`config.mk`:
```
export PLATFORM = sky130hd
export DESIGN_NAME = mipsControl
export DESIGN_NICKNAME = d
export VERILOG_FILES = /design/src/common/mipsCtrlPkg.sv /design/src/common/ctrlBus.sv /design/src/hdl/controlWordTable.sv /design/src/hdl/instrDecoder.sv /design/src/hdl/mipsControl.sv /design/src/hdl/stepSequencer.sv
export SDC_FILE = /design/constraint.sdc
export NUM_CORES = 1
export LEC_CHECK = 0
export BUFFER_PORTS_ARGS = -buffer_cell sky130_fd_sc_hd__buf_2
export CORE_ASPECT_RATIO = 0.75
export CORE_MARGIN = 2
export CORE_UTILIZATION = 50
export CTS_CLUSTER_DIAMETER = 60
export DETAILED_ROUTE_END_ITERATION = 6
export GPL_TIMING_DRIVEN = 0
export PLACE_DENSITY = 0.88
export SETUP_SLACK_MARGIN = 0.1
export SLEW_MARGIN = 40
export SYNTH_ARGS = -nofsm -noshare
export SYNTH_HDL_FRONTEND = slang
export SYNTH_SLANG_ARGS = --single-unit
```
`constraint.sdc`:
```
create_clock -name clk -period 1.94 [get_ports clk]
set_input_delay 0.097 -clock clk [delete_from_list [all_inputs] [get_ports clk]]
set_output_delay 0.097 -clock clk [all_outputs]
set_load 0.01 [all_outputs]
```
`src/common/mipsCtrlPkg.sv`:
```
`default_nettype none

package mipsCtrlPkg;

	// major opcodes handled by the control unit
	typedef enum logic [5:0] {
		opRType = 6'h00,
		opJ     = 6'h02,
		opJal   = 6'h03,
		opBeq   = 6'h04,
		opBne   = 6'h05,
		opBle   = 6'h06,
		opBgt   = 6'h07,
		opAddi  = 6'h08,
		opAddiu = 6'h09,
		opSlti  = 6'h0a,
		opLui   = 6'h0f,
		opLw    = 6'h23,
		opSw    = 6'h2b
	} opcodeT;

	// R-type function field
	typedef enum logic [5:0] {
		fnAdd = 6'h20,
		fnSub = 6'h22,
		fnAnd = 6'h24,
		fnSlt = 6'h2a
	} functT;

	typedef enum logic [4:0] {
		kBeq,
		kBne,
		kBle,
		kBgt,
		kLw,
		kSw,
		kLui,
		kJ,
		kJal,
		kAdd,
		kSub,
		kAnd,
		kSlt,
		kAddi,
		kAddiu,
		kSlti,
		kNoop
	} instrKindT;

	typedef enum logic [2:0] {
		phReset,
		phFetch,
		phWait,
		phDecode,
		phExecute
	} phaseT;

	// encoding expected by the datapath ALU
	typedef enum logic [2:0] {
		aluPass = 3'd0,
		aluAdd  = 3'd1,
		aluSub  = 3'd2,
		aluAnd  = 3'd3,
		aluSlt  = 3'd4,
		aluCmp  = 3'd7
	} aluOpT;

	localparam int STEP_WIDTH = 3;

	typedef logic [STEP_WIDTH-1:0] stepT;

	typedef struct packed {
		logic       pcWriteCond;
		logic       pcWrite;
		logic       irWrite;
		logic       regWrite;
		logic       regAWrite;
		logic       regBWrite;
		logic       aluOutWrite;
		logic       mdrWrite;
		logic       memRead;
		logic       memWrite;
		logic [1:0] pcCondMux;
		logic [2:0] iorDMux;
		logic       readSMux;
		logic [1:0] readDstMux;
		logic [2:0] memToRegMux;
		logic       aluSrcAMux;
		logic [1:0] aluSrcBMux;
		logic [2:0] pcSourceMux;
		aluOpT      aluOp;
	} controlWordT;

endpackage

`default_nettype wire

```
`src/common/ctrlBus.sv`:
```
`default_nettype none

// clk is only needed by the checks inside the control-word table
interface ctrlBus (
	input logic clk
);

	mipsCtrlPkg::phaseT     phase;
	mipsCtrlPkg::stepT      step;
	mipsCtrlPkg::instrKindT kind;
	logic                   lastStep;

	modport seq (output phase, output step, input lastStep);

	modport dec (output kind, input phase, input lastStep);

	// "table" is a reserved word, hence tbl
	modport tbl (input clk, input phase, input step, input kind, output lastStep);

endinterface

`default_nettype wire

```
`src/hdl/controlWordTable.sv`:
```
`default_nettype none

module controlWordTable #(
	parameter int MemWaitSteps = 1
) (
	ctrlBus.tbl bus,
	output mipsCtrlPkg::controlWordT word
);

	localparam mipsCtrlPkg::stepT lastWaitStep = mipsCtrlPkg::stepT'(MemWaitSteps - 1);
	localparam mipsCtrlPkg::stepT stepFirst = mipsCtrlPkg::stepT'(0);
	localparam mipsCtrlPkg::stepT stepSecond = mipsCtrlPkg::stepT'(1);
	// lw and sw: address, access, the waits, then the write
	localparam mipsCtrlPkg::stepT memLastStep = mipsCtrlPkg::stepT'(MemWaitSteps + 2);

	mipsCtrlPkg::stepT execLast;
	logic isImm;

	// index of the final execute step per kind
	always_comb begin
		case (bus.kind)
			mipsCtrlPkg::kLw, mipsCtrlPkg::kSw: execLast = memLastStep;
			mipsCtrlPkg::kJal, mipsCtrlPkg::kAdd, mipsCtrlPkg::kSub, mipsCtrlPkg::kAnd,
			mipsCtrlPkg::kSlt, mipsCtrlPkg::kAddi, mipsCtrlPkg::kAddiu,
			mipsCtrlPkg::kSlti: execLast = stepSecond;
			default: execLast = stepFirst;
		endcase
	end

	assign isImm = bus.kind inside {mipsCtrlPkg::kAddi, mipsCtrlPkg::kAddiu, mipsCtrlPkg::kSlti};

	assign bus.lastStep = (bus.phase == mipsCtrlPkg::phExecute) && (bus.step == execLast);

	always_comb begin
		word = '0;
		case (bus.phase)
			mipsCtrlPkg::phFetch: begin
				// pc + 4 while the instruction is read
				word.pcWrite = 1'b1;
				word.memRead = 1'b1;
				word.aluSrcBMux = 2'b01;
				word.aluOp = mipsCtrlPkg::aluAdd;
			end
			mipsCtrlPkg::phWait: begin
				word.memRead = 1'b1;
				word.irWrite = (bus.step == lastWaitStep);
			end
			mipsCtrlPkg::phDecode: begin
				// registers read and branch target computed up front
				word.regAWrite = 1'b1;
				word.regBWrite = 1'b1;
				word.aluOutWrite = 1'b1;
				word.readSMux = 1'b1;
				word.aluSrcBMux = 2'b11;
				word.aluOp = mipsCtrlPkg::aluAdd;
			end
			mipsCtrlPkg::phExecute: begin
				case (bus.kind)
					mipsCtrlPkg::kBeq, mipsCtrlPkg::kBne, mipsCtrlPkg::kBle,
					mipsCtrlPkg::kBgt: begin
						word.pcWriteCond = 1'b1;
						word.aluSrcAMux = 1'b1;
						word.pcSourceMux = 3'b001;
						case (bus.kind)
							mipsCtrlPkg::kBeq: word.pcCondMux = 2'b11;
							mipsCtrlPkg::kBne: word.pcCondMux = 2'b10;
							mipsCtrlPkg::kBle: word.pcCondMux = 2'b01;
							default: word.pcCondMux = 2'b00;
						endcase
						// beq only needs the zero flag
						word.aluOp = (bus.kind == mipsCtrlPkg::kBeq) ?
							mipsCtrlPkg::aluSub : mipsCtrlPkg::aluCmp;
					end
					mipsCtrlPkg::kLw, mipsCtrlPkg::kSw: begin
						if (bus.step == stepFirst) begin
							word.aluOutWrite = 1'b1;
							word.aluSrcAMux = 1'b1;
							word.aluSrcBMux = 2'b10;
							word.aluOp = mipsCtrlPkg::aluAdd;
						end else if (bus.step == stepSecond) begin
							word.iorDMux = 3'b100;
							word.memRead = 1'b1;
						end else if (bus.step == memLastStep) begin
							if (bus.kind == mipsCtrlPkg::kLw) begin
								word.regWrite = 1'b1;
								word.memToRegMux = 3'b010;
							end else begin
								word.memWrite = 1'b1;
							end
						end else begin
							// memory wait, data lands in mdr
							word.mdrWrite = 1'b1;
							word.memRead = 1'b1;
						end
					end
					mipsCtrlPkg::kLui: begin
						word.regWrite = 1'b1;
						word.memToRegMux = 3'b100;
					end
					mipsCtrlPkg::kJ: begin
						word.pcWrite = 1'b1;
						word.pcSourceMux = 3'b100;
					end
					mipsCtrlPkg::kJal: begin
						if (bus.step == stepFirst) begin
							word.aluOutWrite = 1'b1;
						end else begin
							word.regWrite = 1'b1;
							word.pcWrite = 1'b1;
							word.readDstMux = 2'b01;
							word.pcSourceMux = 3'b010;
						end
					end
					mipsCtrlPkg::kAdd, mipsCtrlPkg::kSub, mipsCtrlPkg::kAnd, mipsCtrlPkg::kSlt,
					mipsCtrlPkg::kAddi, mipsCtrlPkg::kAddiu, mipsCtrlPkg::kSlti: begin
						if (bus.step == stepFirst) begin
							word.aluOutWrite = 1'b1;
							word.aluSrcAMux = 1'b1;
							word.aluSrcBMux = isImm ? 2'b10 : 2'b00;
							case (bus.kind)
								mipsCtrlPkg::kSub: word.aluOp = mipsCtrlPkg::aluSub;
								mipsCtrlPkg::kAnd: word.aluOp = mipsCtrlPkg::aluAnd;
								mipsCtrlPkg::kSlt, mipsCtrlPkg::kSlti: word.aluOp = mipsCtrlPkg::aluSlt;
								default: word.aluOp = mipsCtrlPkg::aluAdd;
							endcase
						end else begin
							// rd for R-type, rt for immediates
							word.regWrite = 1'b1;
							word.readDstMux = isImm ? 2'b00 : 2'b10;
						end
					end
					default: begin
						word = '0;
					end
				endcase
			end
			default: begin
				word = '0;
			end
		endcase
	end

	noMemReadWrite: assert property (
		@(posedge bus.clk) !(word.memRead && word.memWrite)
	);

	noPcWriteBoth: assert property (
		@(posedge bus.clk) !(word.pcWrite && word.pcWriteCond)
	);

endmodule

`default_nettype wire

```
`src/hdl/instrDecoder.sv`:
```
`default_nettype none

module instrDecoder (
	input logic clk,
	input logic reset,
	input mipsCtrlPkg::opcodeT op,
	input mipsCtrlPkg::functT funct,
	ctrlBus.dec bus
);

	mipsCtrlPkg::instrKindT decodedKind;

	// op and funct straight from the instruction register
	always_comb begin
		case (op)
			mipsCtrlPkg::opBeq: decodedKind = mipsCtrlPkg::kBeq;
			mipsCtrlPkg::opBne: decodedKind = mipsCtrlPkg::kBne;
			mipsCtrlPkg::opBle: decodedKind = mipsCtrlPkg::kBle;
			mipsCtrlPkg::opBgt: decodedKind = mipsCtrlPkg::kBgt;
			mipsCtrlPkg::opLw: decodedKind = mipsCtrlPkg::kLw;
			mipsCtrlPkg::opSw: decodedKind = mipsCtrlPkg::kSw;
			mipsCtrlPkg::opLui: decodedKind = mipsCtrlPkg::kLui;
			mipsCtrlPkg::opJ: decodedKind = mipsCtrlPkg::kJ;
			mipsCtrlPkg::opJal: decodedKind = mipsCtrlPkg::kJal;
			mipsCtrlPkg::opAddi: decodedKind = mipsCtrlPkg::kAddi;
			mipsCtrlPkg::opAddiu: decodedKind = mipsCtrlPkg::kAddiu;
			mipsCtrlPkg::opSlti: decodedKind = mipsCtrlPkg::kSlti;
			mipsCtrlPkg::opRType: begin
				case (funct)
					mipsCtrlPkg::fnAdd: decodedKind = mipsCtrlPkg::kAdd;
					mipsCtrlPkg::fnSub: decodedKind = mipsCtrlPkg::kSub;
					mipsCtrlPkg::fnAnd: decodedKind = mipsCtrlPkg::kAnd;
					mipsCtrlPkg::fnSlt: decodedKind = mipsCtrlPkg::kSlt;
					default: decodedKind = mipsCtrlPkg::kNoop;
				endcase
			end
			default: decodedKind = mipsCtrlPkg::kNoop;
		endcase
	end

	// latch on the edge that ends decode, drop back to noop once done
	always_ff @(posedge clk, posedge reset) begin
		if (reset) begin
			bus.kind <= mipsCtrlPkg::kNoop;
		end else if (bus.phase == mipsCtrlPkg::phDecode) begin
			bus.kind <= decodedKind;
		end else if (bus.phase == mipsCtrlPkg::phExecute && bus.lastStep) begin
			bus.kind <= mipsCtrlPkg::kNoop;
		end
	end

	// the table must see one kind for the whole execute sequence
	kindHeldInExecute: assert property (
		@(posedge clk) disable iff (reset)
		bus.phase == mipsCtrlPkg::phExecute
			|=> bus.phase != mipsCtrlPkg::phExecute || $stable(bus.kind)
	);

endmodule

`default_nettype wire

```
`src/hdl/mipsControl.sv`:
```
`default_nettype none

module mipsControl #(
	parameter int MemWaitSteps = 1
) (
	input logic clk,
	input logic reset,
	input mipsCtrlPkg::opcodeT op,
	input mipsCtrlPkg::functT funct,
	output logic pcWriteCond,
	output logic pcWrite,
	output logic irWrite,
	output logic regWrite,
	output logic regAWrite,
	output logic regBWrite,
	output logic aluOutWrite,
	output logic mdrWrite,
	output logic memRead,
	output logic memWrite,
	output logic [1:0] pcCondMux,
	output logic [2:0] iorDMux,
	output logic readSMux,
	output logic [1:0] readDstMux,
	output logic [2:0] memToRegMux,
	output logic aluSrcAMux,
	output logic [1:0] aluSrcBMux,
	output logic [2:0] pcSourceMux,
	output mipsCtrlPkg::aluOpT aluOp,
	output mipsCtrlPkg::phaseT phase,
	output logic instrDone
);

	mipsCtrlPkg::controlWordT word;

	ctrlBus bus (.clk(clk));

	stepSequencer #(.MemWaitSteps(MemWaitSteps)) i_stepSequencer (
		.clk(clk),
		.reset(reset),
		.bus(bus.seq)
	);

	instrDecoder i_instrDecoder (
		.clk(clk),
		.reset(reset),
		.op(op),
		.funct(funct),
		.bus(bus.dec)
	);

	controlWordTable #(.MemWaitSteps(MemWaitSteps)) i_controlWordTable (
		.bus(bus.tbl),
		.word(word)
	);

	// control word out to the datapath
	assign pcWriteCond = word.pcWriteCond;
	assign pcWrite = word.pcWrite;
	assign irWrite = word.irWrite;
	assign regWrite = word.regWrite;
	assign regAWrite = word.regAWrite;
	assign regBWrite = word.regBWrite;
	assign aluOutWrite = word.aluOutWrite;
	assign mdrWrite = word.mdrWrite;
	assign memRead = word.memRead;
	assign memWrite = word.memWrite;
	assign pcCondMux = word.pcCondMux;
	assign iorDMux = word.iorDMux;
	assign readSMux = word.readSMux;
	assign readDstMux = word.readDstMux;
	assign memToRegMux = word.memToRegMux;
	assign aluSrcAMux = word.aluSrcAMux;
	assign aluSrcBMux = word.aluSrcBMux;
	assign pcSourceMux = word.pcSourceMux;
	assign aluOp = word.aluOp;

	assign phase = bus.phase;
	assign instrDone = bus.lastStep && (bus.phase == mipsCtrlPkg::phExecute);

endmodule

`default_nettype wire

```
`src/hdl/stepSequencer.sv`:
```
`default_nettype none

module stepSequencer #(
	parameter int MemWaitSteps = 1
) (
	input logic clk,
	input logic reset,
	ctrlBus.seq bus
);

	localparam mipsCtrlPkg::stepT lastWaitStep = mipsCtrlPkg::stepT'(MemWaitSteps - 1);

	mipsCtrlPkg::phaseT phaseNext;
	mipsCtrlPkg::stepT stepNext;
	logic advance;

	// advance means leave the current phase
	always_comb begin
		case (bus.phase)
			mipsCtrlPkg::phReset: begin
				advance = 1'b1;
				phaseNext = mipsCtrlPkg::phFetch;
			end
			mipsCtrlPkg::phFetch: begin
				advance = 1'b1;
				phaseNext = mipsCtrlPkg::phWait;
			end
			mipsCtrlPkg::phWait: begin
				advance = (bus.step == lastWaitStep);
				phaseNext = advance ? mipsCtrlPkg::phDecode : mipsCtrlPkg::phWait;
			end
			mipsCtrlPkg::phDecode: begin
				advance = 1'b1;
				phaseNext = mipsCtrlPkg::phExecute;
			end
			mipsCtrlPkg::phExecute: begin
				// the table decides when the instruction is finished
				advance = bus.lastStep;
				phaseNext = advance ? mipsCtrlPkg::phFetch : mipsCtrlPkg::phExecute;
			end
			default: begin
				advance = 1'b1;
				phaseNext = mipsCtrlPkg::phReset;
			end
		endcase
		stepNext = advance ? '0 : bus.step + 1'b1;
	end

	always_ff @(posedge clk, posedge reset) begin
		if (reset) begin
			bus.phase <= mipsCtrlPkg::phReset;
			bus.step <= '0;
		end else begin
			bus.phase <= phaseNext;
			bus.step <= stepNext;
		end
	end

	waitStepInRange: assert property (
		@(posedge clk) disable iff (reset)
		bus.phase == mipsCtrlPkg::phWait |-> bus.step <= lastWaitStep
	);

endmodule

`default_nettype wire

```
# Word-level counts from Yosys, hierarchy flattened
# Memory sizes are Yosys's and may differ from the RTL's.
# Index checks and enable logic that the tools add are counted.
[word_totals]
mem_count = 1
romBits = 32
output_inout_bits = 34
regBits = 11
input_bits = 14
elab_cells = 126
[op_classes]
n_addsub = 1
mux = 67
reduce_logical = 16
n_eq_ne = 38
[memory_table]
columns = ["memory", "depth", "width", "read_ports", "rd_ports_with_merged_regs", "write_ports", "line_no", "text"]
rows = [
  ["(name not given)", 16, 2, 1, 0, 0, "controlWordTable.sv:21", "case (bus.kind)"],
]
[op_table]
columns = ["op", "count"]
rows = [
  ["$pmux 5 s13", 1],
  ["$mux 3", 16],
  ["$eq 5x4->1 const B", 8],
  ["$eq 6x6->1 const B", 6],
  ["$pmux 3 s3", 3],
  ["$eq 6x3->1 const B", 4],
  ["$eq 6x4->1 const B", 4],
  ["$mux 1", 21],
  ["$eq 5x3->1 const B", 4],
  ["$pmux 5 s4", 1],
  ["$pmux 3 s2", 3],
  ["$pmux 3 s5", 1],
  ["$mux 2", 7],
  ["$eq 6x2->1 const B", 2],
  ["$mux 6", 2],
  ["$pmux 2 s3", 2],
  ["$eq 5x2->1 const B", 2],
  ["$mux 5", 2],
  ["$reduce_or 10->1", 1],
  ["$eq 3x2->1 const B", 3],
  ["$pmux 1 s2", 4],
  ["$pmux 2 s2", 2],
  ["$reduce_or 2->1", 4],
  ["$reduce_or 8->1", 1],
  ["14 further kinds", 18],
]

# Depth between registers and ports, before layout
[logic_depth]
word_depth = 7
mapped_depth = 8
ltp_nobuf = 7

# Cells and area by module
# A second synthesis with hierarchy kept.
[unflattened]
cells_unflattened = 179
hier_area_um2 = 1342.5
[modules_own_cells]
columns = ["module", "n_inst", "cells_each", "seq_area_each_um2", "area_each_um2"]
rows = [
  ["instrDecoder", 1, 64, 126.4, 530.5],
  ["controlWordTable", 1, 86, 0.0, 488.0],
  ["stepSequencer", 1, 28, 150.1, 311.5],
  ["mipsControl", 1, 1, 0.0, 12.5],
]

# Worst setup path before layout
# OpenSTA, ideal clock, no wires.
[synth_path]
path_type = "register -> output"
from = "reg i_stepSequencer.bus.phase[0]"
to = "out pcWrite"
required_ns = 1.843
arrival_time_ns = 1.790
path_buffers = 2
path_slack_ns = 0.053
stages_incl_launch_ff = 7
path_cell_list = "dfrtp_1 > buf_4 > or3b_4 > or2_1 > buf_6 > nor4_4 > a211o_1"
[synth_between]
elab_chain_len = 2
word_cells_on_any_way = 3
classes_between = "eq/ne: 2; mux: 1"
[synth_rtl]
columns = ["element", "line_no", "text"]
rows = [
  ["start, declared", "ctrlBus.sv:13", "modport seq (output phase, output step, input lastStep);"],
  ["start signal, assigned", "stepSequencer.sv:51", "bus.phase <= mipsCtrlPkg::phReset;"],
  ["start signal, assigned", "stepSequencer.sv:54", "bus.phase <= phaseNext;"],
  ["$eq 3x3->1 or $eq 3x1->1 (tied branches)", "controlWordTable.sv:36", "case (bus.phase)"],
  ["$pmux 1 s2 (*)", "controlWordTable.sv:36", ""],
  ["end, declared", "mipsControl.sv:11", "output logic pcWrite,"],
]
# Every way passes the cells marked *; elsewhere a longest branch is shown, timed or not.

# Worst setup path in the final report
# Same ends and word-level chain as after synthesis.

==> run summary <==
The depth of the worst hold-timing path came out at 3. The startpoint-to-endpoint class of the critical path is reg -> out. The most used flip-flop cell after synthesis is sky130_fd_sc_hd__dfrtp_1. The final max-slew violation count is 0.

Prior to clock tree synthesis, the placed netlist has a worst setup slack of -33.5 ps. The slew of the pin with the lowest slew margin is 575 ps. The floorplan step defined a core boundary enclosing 2560 um2.

The netlist area before placement came out at 1320 um2. The worst path in the final design needs a cycle of 2170 ps, including I/O delays and setup. The global routing met1 resource utilization came out at 35.4%. The tree is rooted in a sky130_fd_sc_hd__clkbuf_4. The final number of setup-violating endpoints came out at 16. The number of placement rows came out at 16. The placed instance area is 1580 um2. STA puts the critical path data required time at 1840 ps. The sequential fraction of design power came out at 23.4%. In this run the critical register-to-register path is launched from i_instrDecoder.bus.kind[4]. The count of unique library cells instantiated by Yosys is 54. The power density relative to cell area came out at 752 nW/um2.

Counting tap cells, the placed design contains a total of 257 instances. The remaining design rule violation count is 0. The largest clock skew in the final design is 2.62 ps. In the finished design, the share of the clock period the worst path needs comes to 112%. In the synthesized netlist, the number of instances is 177.

The element type at the critical path end is an output port. The register-to-register path setup slack is 70 ps. The tree built by TritonCTS fans out to 11 sinks.

The tightest min-delay check is of the in -> reg type. The maximum number of pins on one net before global-route repair came out at 12. The port buffer count came out at 42. The critical path starts at i_stepSequencer.bus.phase[0].

For this run, the number of standard cells in the final layout without fillers is 277. Global routing used 3.95% of the available met3 tracks. The clock edge transition at the registers on the reported setup and hold paths came out at 80 ps. The clock network accounts for 11.3% of the total power.

The initial core utilization came out at 51.3%. The total global routing track utilization came out at 24.6%. In this run switching power makes up 47.5% of total power. The arrival time reported for the critical path endpoint is 2070 ps. The final worst setup slack is -225 ps. The floorplan die height came out at 48.4 um. The final layout net count is 260. The fill cell total of the finished layout came out at 193. The total chip power is 1.46 mW. The destination of the critical timing path is pcWrite.

The reported max-cap violation count came out at 0. The worst-case reg-to-reg path depth is 6. For this run, the share of the core covered by cells in the final layout is 76.0%. The clock passes through at most 2 buffers. The cell leakage power is 0.916 nW. The first-pass detailed-route iteration total is 5.

The layer flagged by global routing as most heavily used is met2. The capture point of the worst reg-to-reg path is i_stepSequencer.bus.step[2]. The maximum level of the CTS H-tree is 1.

The via count of the first global-routing pass is 1372. At the end of routability-driven placement, the weighted congestion stood at 0.932. The final reports fail on negative setup slack.

The achievable frequency came out at 462 MHz. The maximum fanout along the worst path came out at 6. Buffers inserted during clock tree synthesis total 3.

The clock latency on the worst-skew pair is 270 ps. The critical path startpoint category is a flop. The headroom to the max-slew limit is 61.7%. The first routing iteration left 256 violations. During I/O placement, the number of pins put on the boundary was 48. The hold slack came out at 242 ps.

The sum of net half-perimeters after detailed placement is 2.55 mm. The number of synthesized flops with an enable pin is 0. The antenna violation net count after detailed routing is 0. IR analysis of the VDD net gives a maximum drop of 0.815 mV. The antenna diode count is 0.

In the layout the commonest cells are 45 x sky130_fd_sc_hd__buf_2, 15 x sky130_fd_sc_hd__nor2_1, 15 x sky130_fd_sc_hd__buf_4. The final hold violation count came out at 0. Setup repair after global routing could not meet its margin everywhere. The via total after detailed routing is 1729.

The most common cell after layout, fill and taps aside is sky130_fd_sc_hd__buf_2. The wire length of the first global-routing pass came out at 6.11 mm. The mean number of vias per cell is 6.24. Yosys printed 0 warnings. Of all flip-flops after synthesis, the portion carrying an async set or reset was 100%. The routed length per instance came out at 18.0 um.

The setup TNS after final layout came out at -1790 ps. The number of antenna violations at the first check in global routing is 0. The ratio of cells with drive above 1 in the final layout came out at 46.5%. The die covers 3060 um2. For this run the aggregate overflow at the end of global routing stands at 0. The combinational power share came out at 65.3%.

The synthesis-to-layout area growth is 48.1%. In this run the power spent charging and discharging nets is 0.695 mW. The register bit count reported by yosys is 11. The horizontal die dimension is 63.2 um. TritonCTS built the clock tree.

The met2 usage in global routing is 36.7%. The internal portion of the total power is 0.769 mW. After detailed routing, the total wire length is 4.99 mm. The run finished, with violations left. The average instance area after synthesis came out at 7.43 um2.

After synthesis, flip-flops and latches occupy 21.0% of the total area. The final design instance area without fill came out at 1950 um2.
## how the worst min path moves through the flow
stage / startpoint / end / slack, ps
floorplan: reset / i_instrDecoder.bus.kind[0] / -50
detailed placement: reset / i_stepSequencer.bus.phase[2] / 100
global placement: reset / i_instrDecoder.bus.kind[0] / 100
finish: funct[1] / i_instrDecoder.bus.kind[0] / 240
CTS: funct[3] / i_instrDecoder.bus.kind[2] / 230
global route: funct[1] / i_instrDecoder.bus.kind[0] / 240
## logic make-up after synthesis
group,after synthesis,share of synthesized area [%]
AOI/OAI and AO/OA,45,24.5
xor gates and xnor gates,3,2.00
adders and majority gates,4,3.81
buffers and inverters,28,10.8
DFF,11,21.0
muxes,2,1.52
other,1,0.285
and+or+nand+nor,83,36.2
## critical path: stages, from the launching register on
cell	delay (ps)
sky130_fd_sc_hd__dfrtp_1	390
sky130_fd_sc_hd__buf_6	120
sky130_fd_sc_hd__or3b_4	410
sky130_fd_sc_hd__or2_1	230
sky130_fd_sc_hd__buf_6	130
sky130_fd_sc_hd__nor4_4	220
sky130_fd_sc_hd__a211o_1	160
sky130_fd_sc_hd__buf_2	120
## flip-flops by register name, summed over array words and instances, names as in the netlist
register,cells
i_stepSequencer.bus.phase,3
i_instrDecoder.bus.kind,5
i_stepSequencer.bus.step,3
## cells in the mapped netlist, types with 5 or more instances
master / instances / area [um2]
sky130_fd_sc_hd__inv_1: 11 / 41.3
sky130_fd_sc_hd__dfrtp_1: 10 / 250
sky130_fd_sc_hd__nor3_1: 6 / 30.0
sky130_fd_sc_hd__nand2b_1: 8 / 50.1
sky130_fd_sc_hd__nor2_1: 17 / 63.8
sky130_fd_sc_hd__o21ai_0: 5 / 25.0
sky130_fd_sc_hd__a21oi_1: 10 / 50.1
sky130_fd_sc_hd__buf_4: 7 / 52.6
sky130_fd_sc_hd__clkbuf_1: 7 / 26.3
sky130_fd_sc_hd__a211oi_1: 5 / 37.5
sky130_fd_sc_hd__nand2_1: 15 / 56.3
sky130_fd_sc_hd__nor2b_1: 5 / 31.3
## area by class of cell
| cell class | count | area [um2] | share of cell area [%] |
|---|---|---|---|
| multi-input combinational | 140 | 1060 | 54.6 |
| timing repair buffer | 58 | 359 | 18.4 |
| sequential | 11 | 279 | 14.3 |
| buffer | 17 | 134 | 6.87 |
| tap | 36 | 45.0 | 2.31 |
| inverter | 11 | 41.3 | 2.12 |
| clock buffer | 4 | 26.3 | 1.35 |
## timing repair
action | in CTS | in global routing
hold buffers | 1 | 0
resized for setup | 24 | 34
endpoints found under the setup margin | 24 | 31
hold endpoints to repair | 10 | 0
buffers inserted | 8 | 7
pin swaps | 4 | 7
## layer usage
layer  routed length [um]  part of all wire [%]  vias up
met3                  500                    10       36
met2                 2280                    46      157
li1                     -                     -      762
met5                    0                     0        -
met4                  238                   4.8        0
met1                 1970                    39      774
## power by group through the flow
stage	combinational, mW	sequential [mW]	clock, mW
global route	1.02	0.350	0.185
finish	0.957	0.343	0.165
floorplan	0.537	0.343	0
CTS	0.873	0.331	0.156
global placement	0.802	0.334	0
detailed placement	0.814	0.333	0
(Power assumes the default switching activity.)
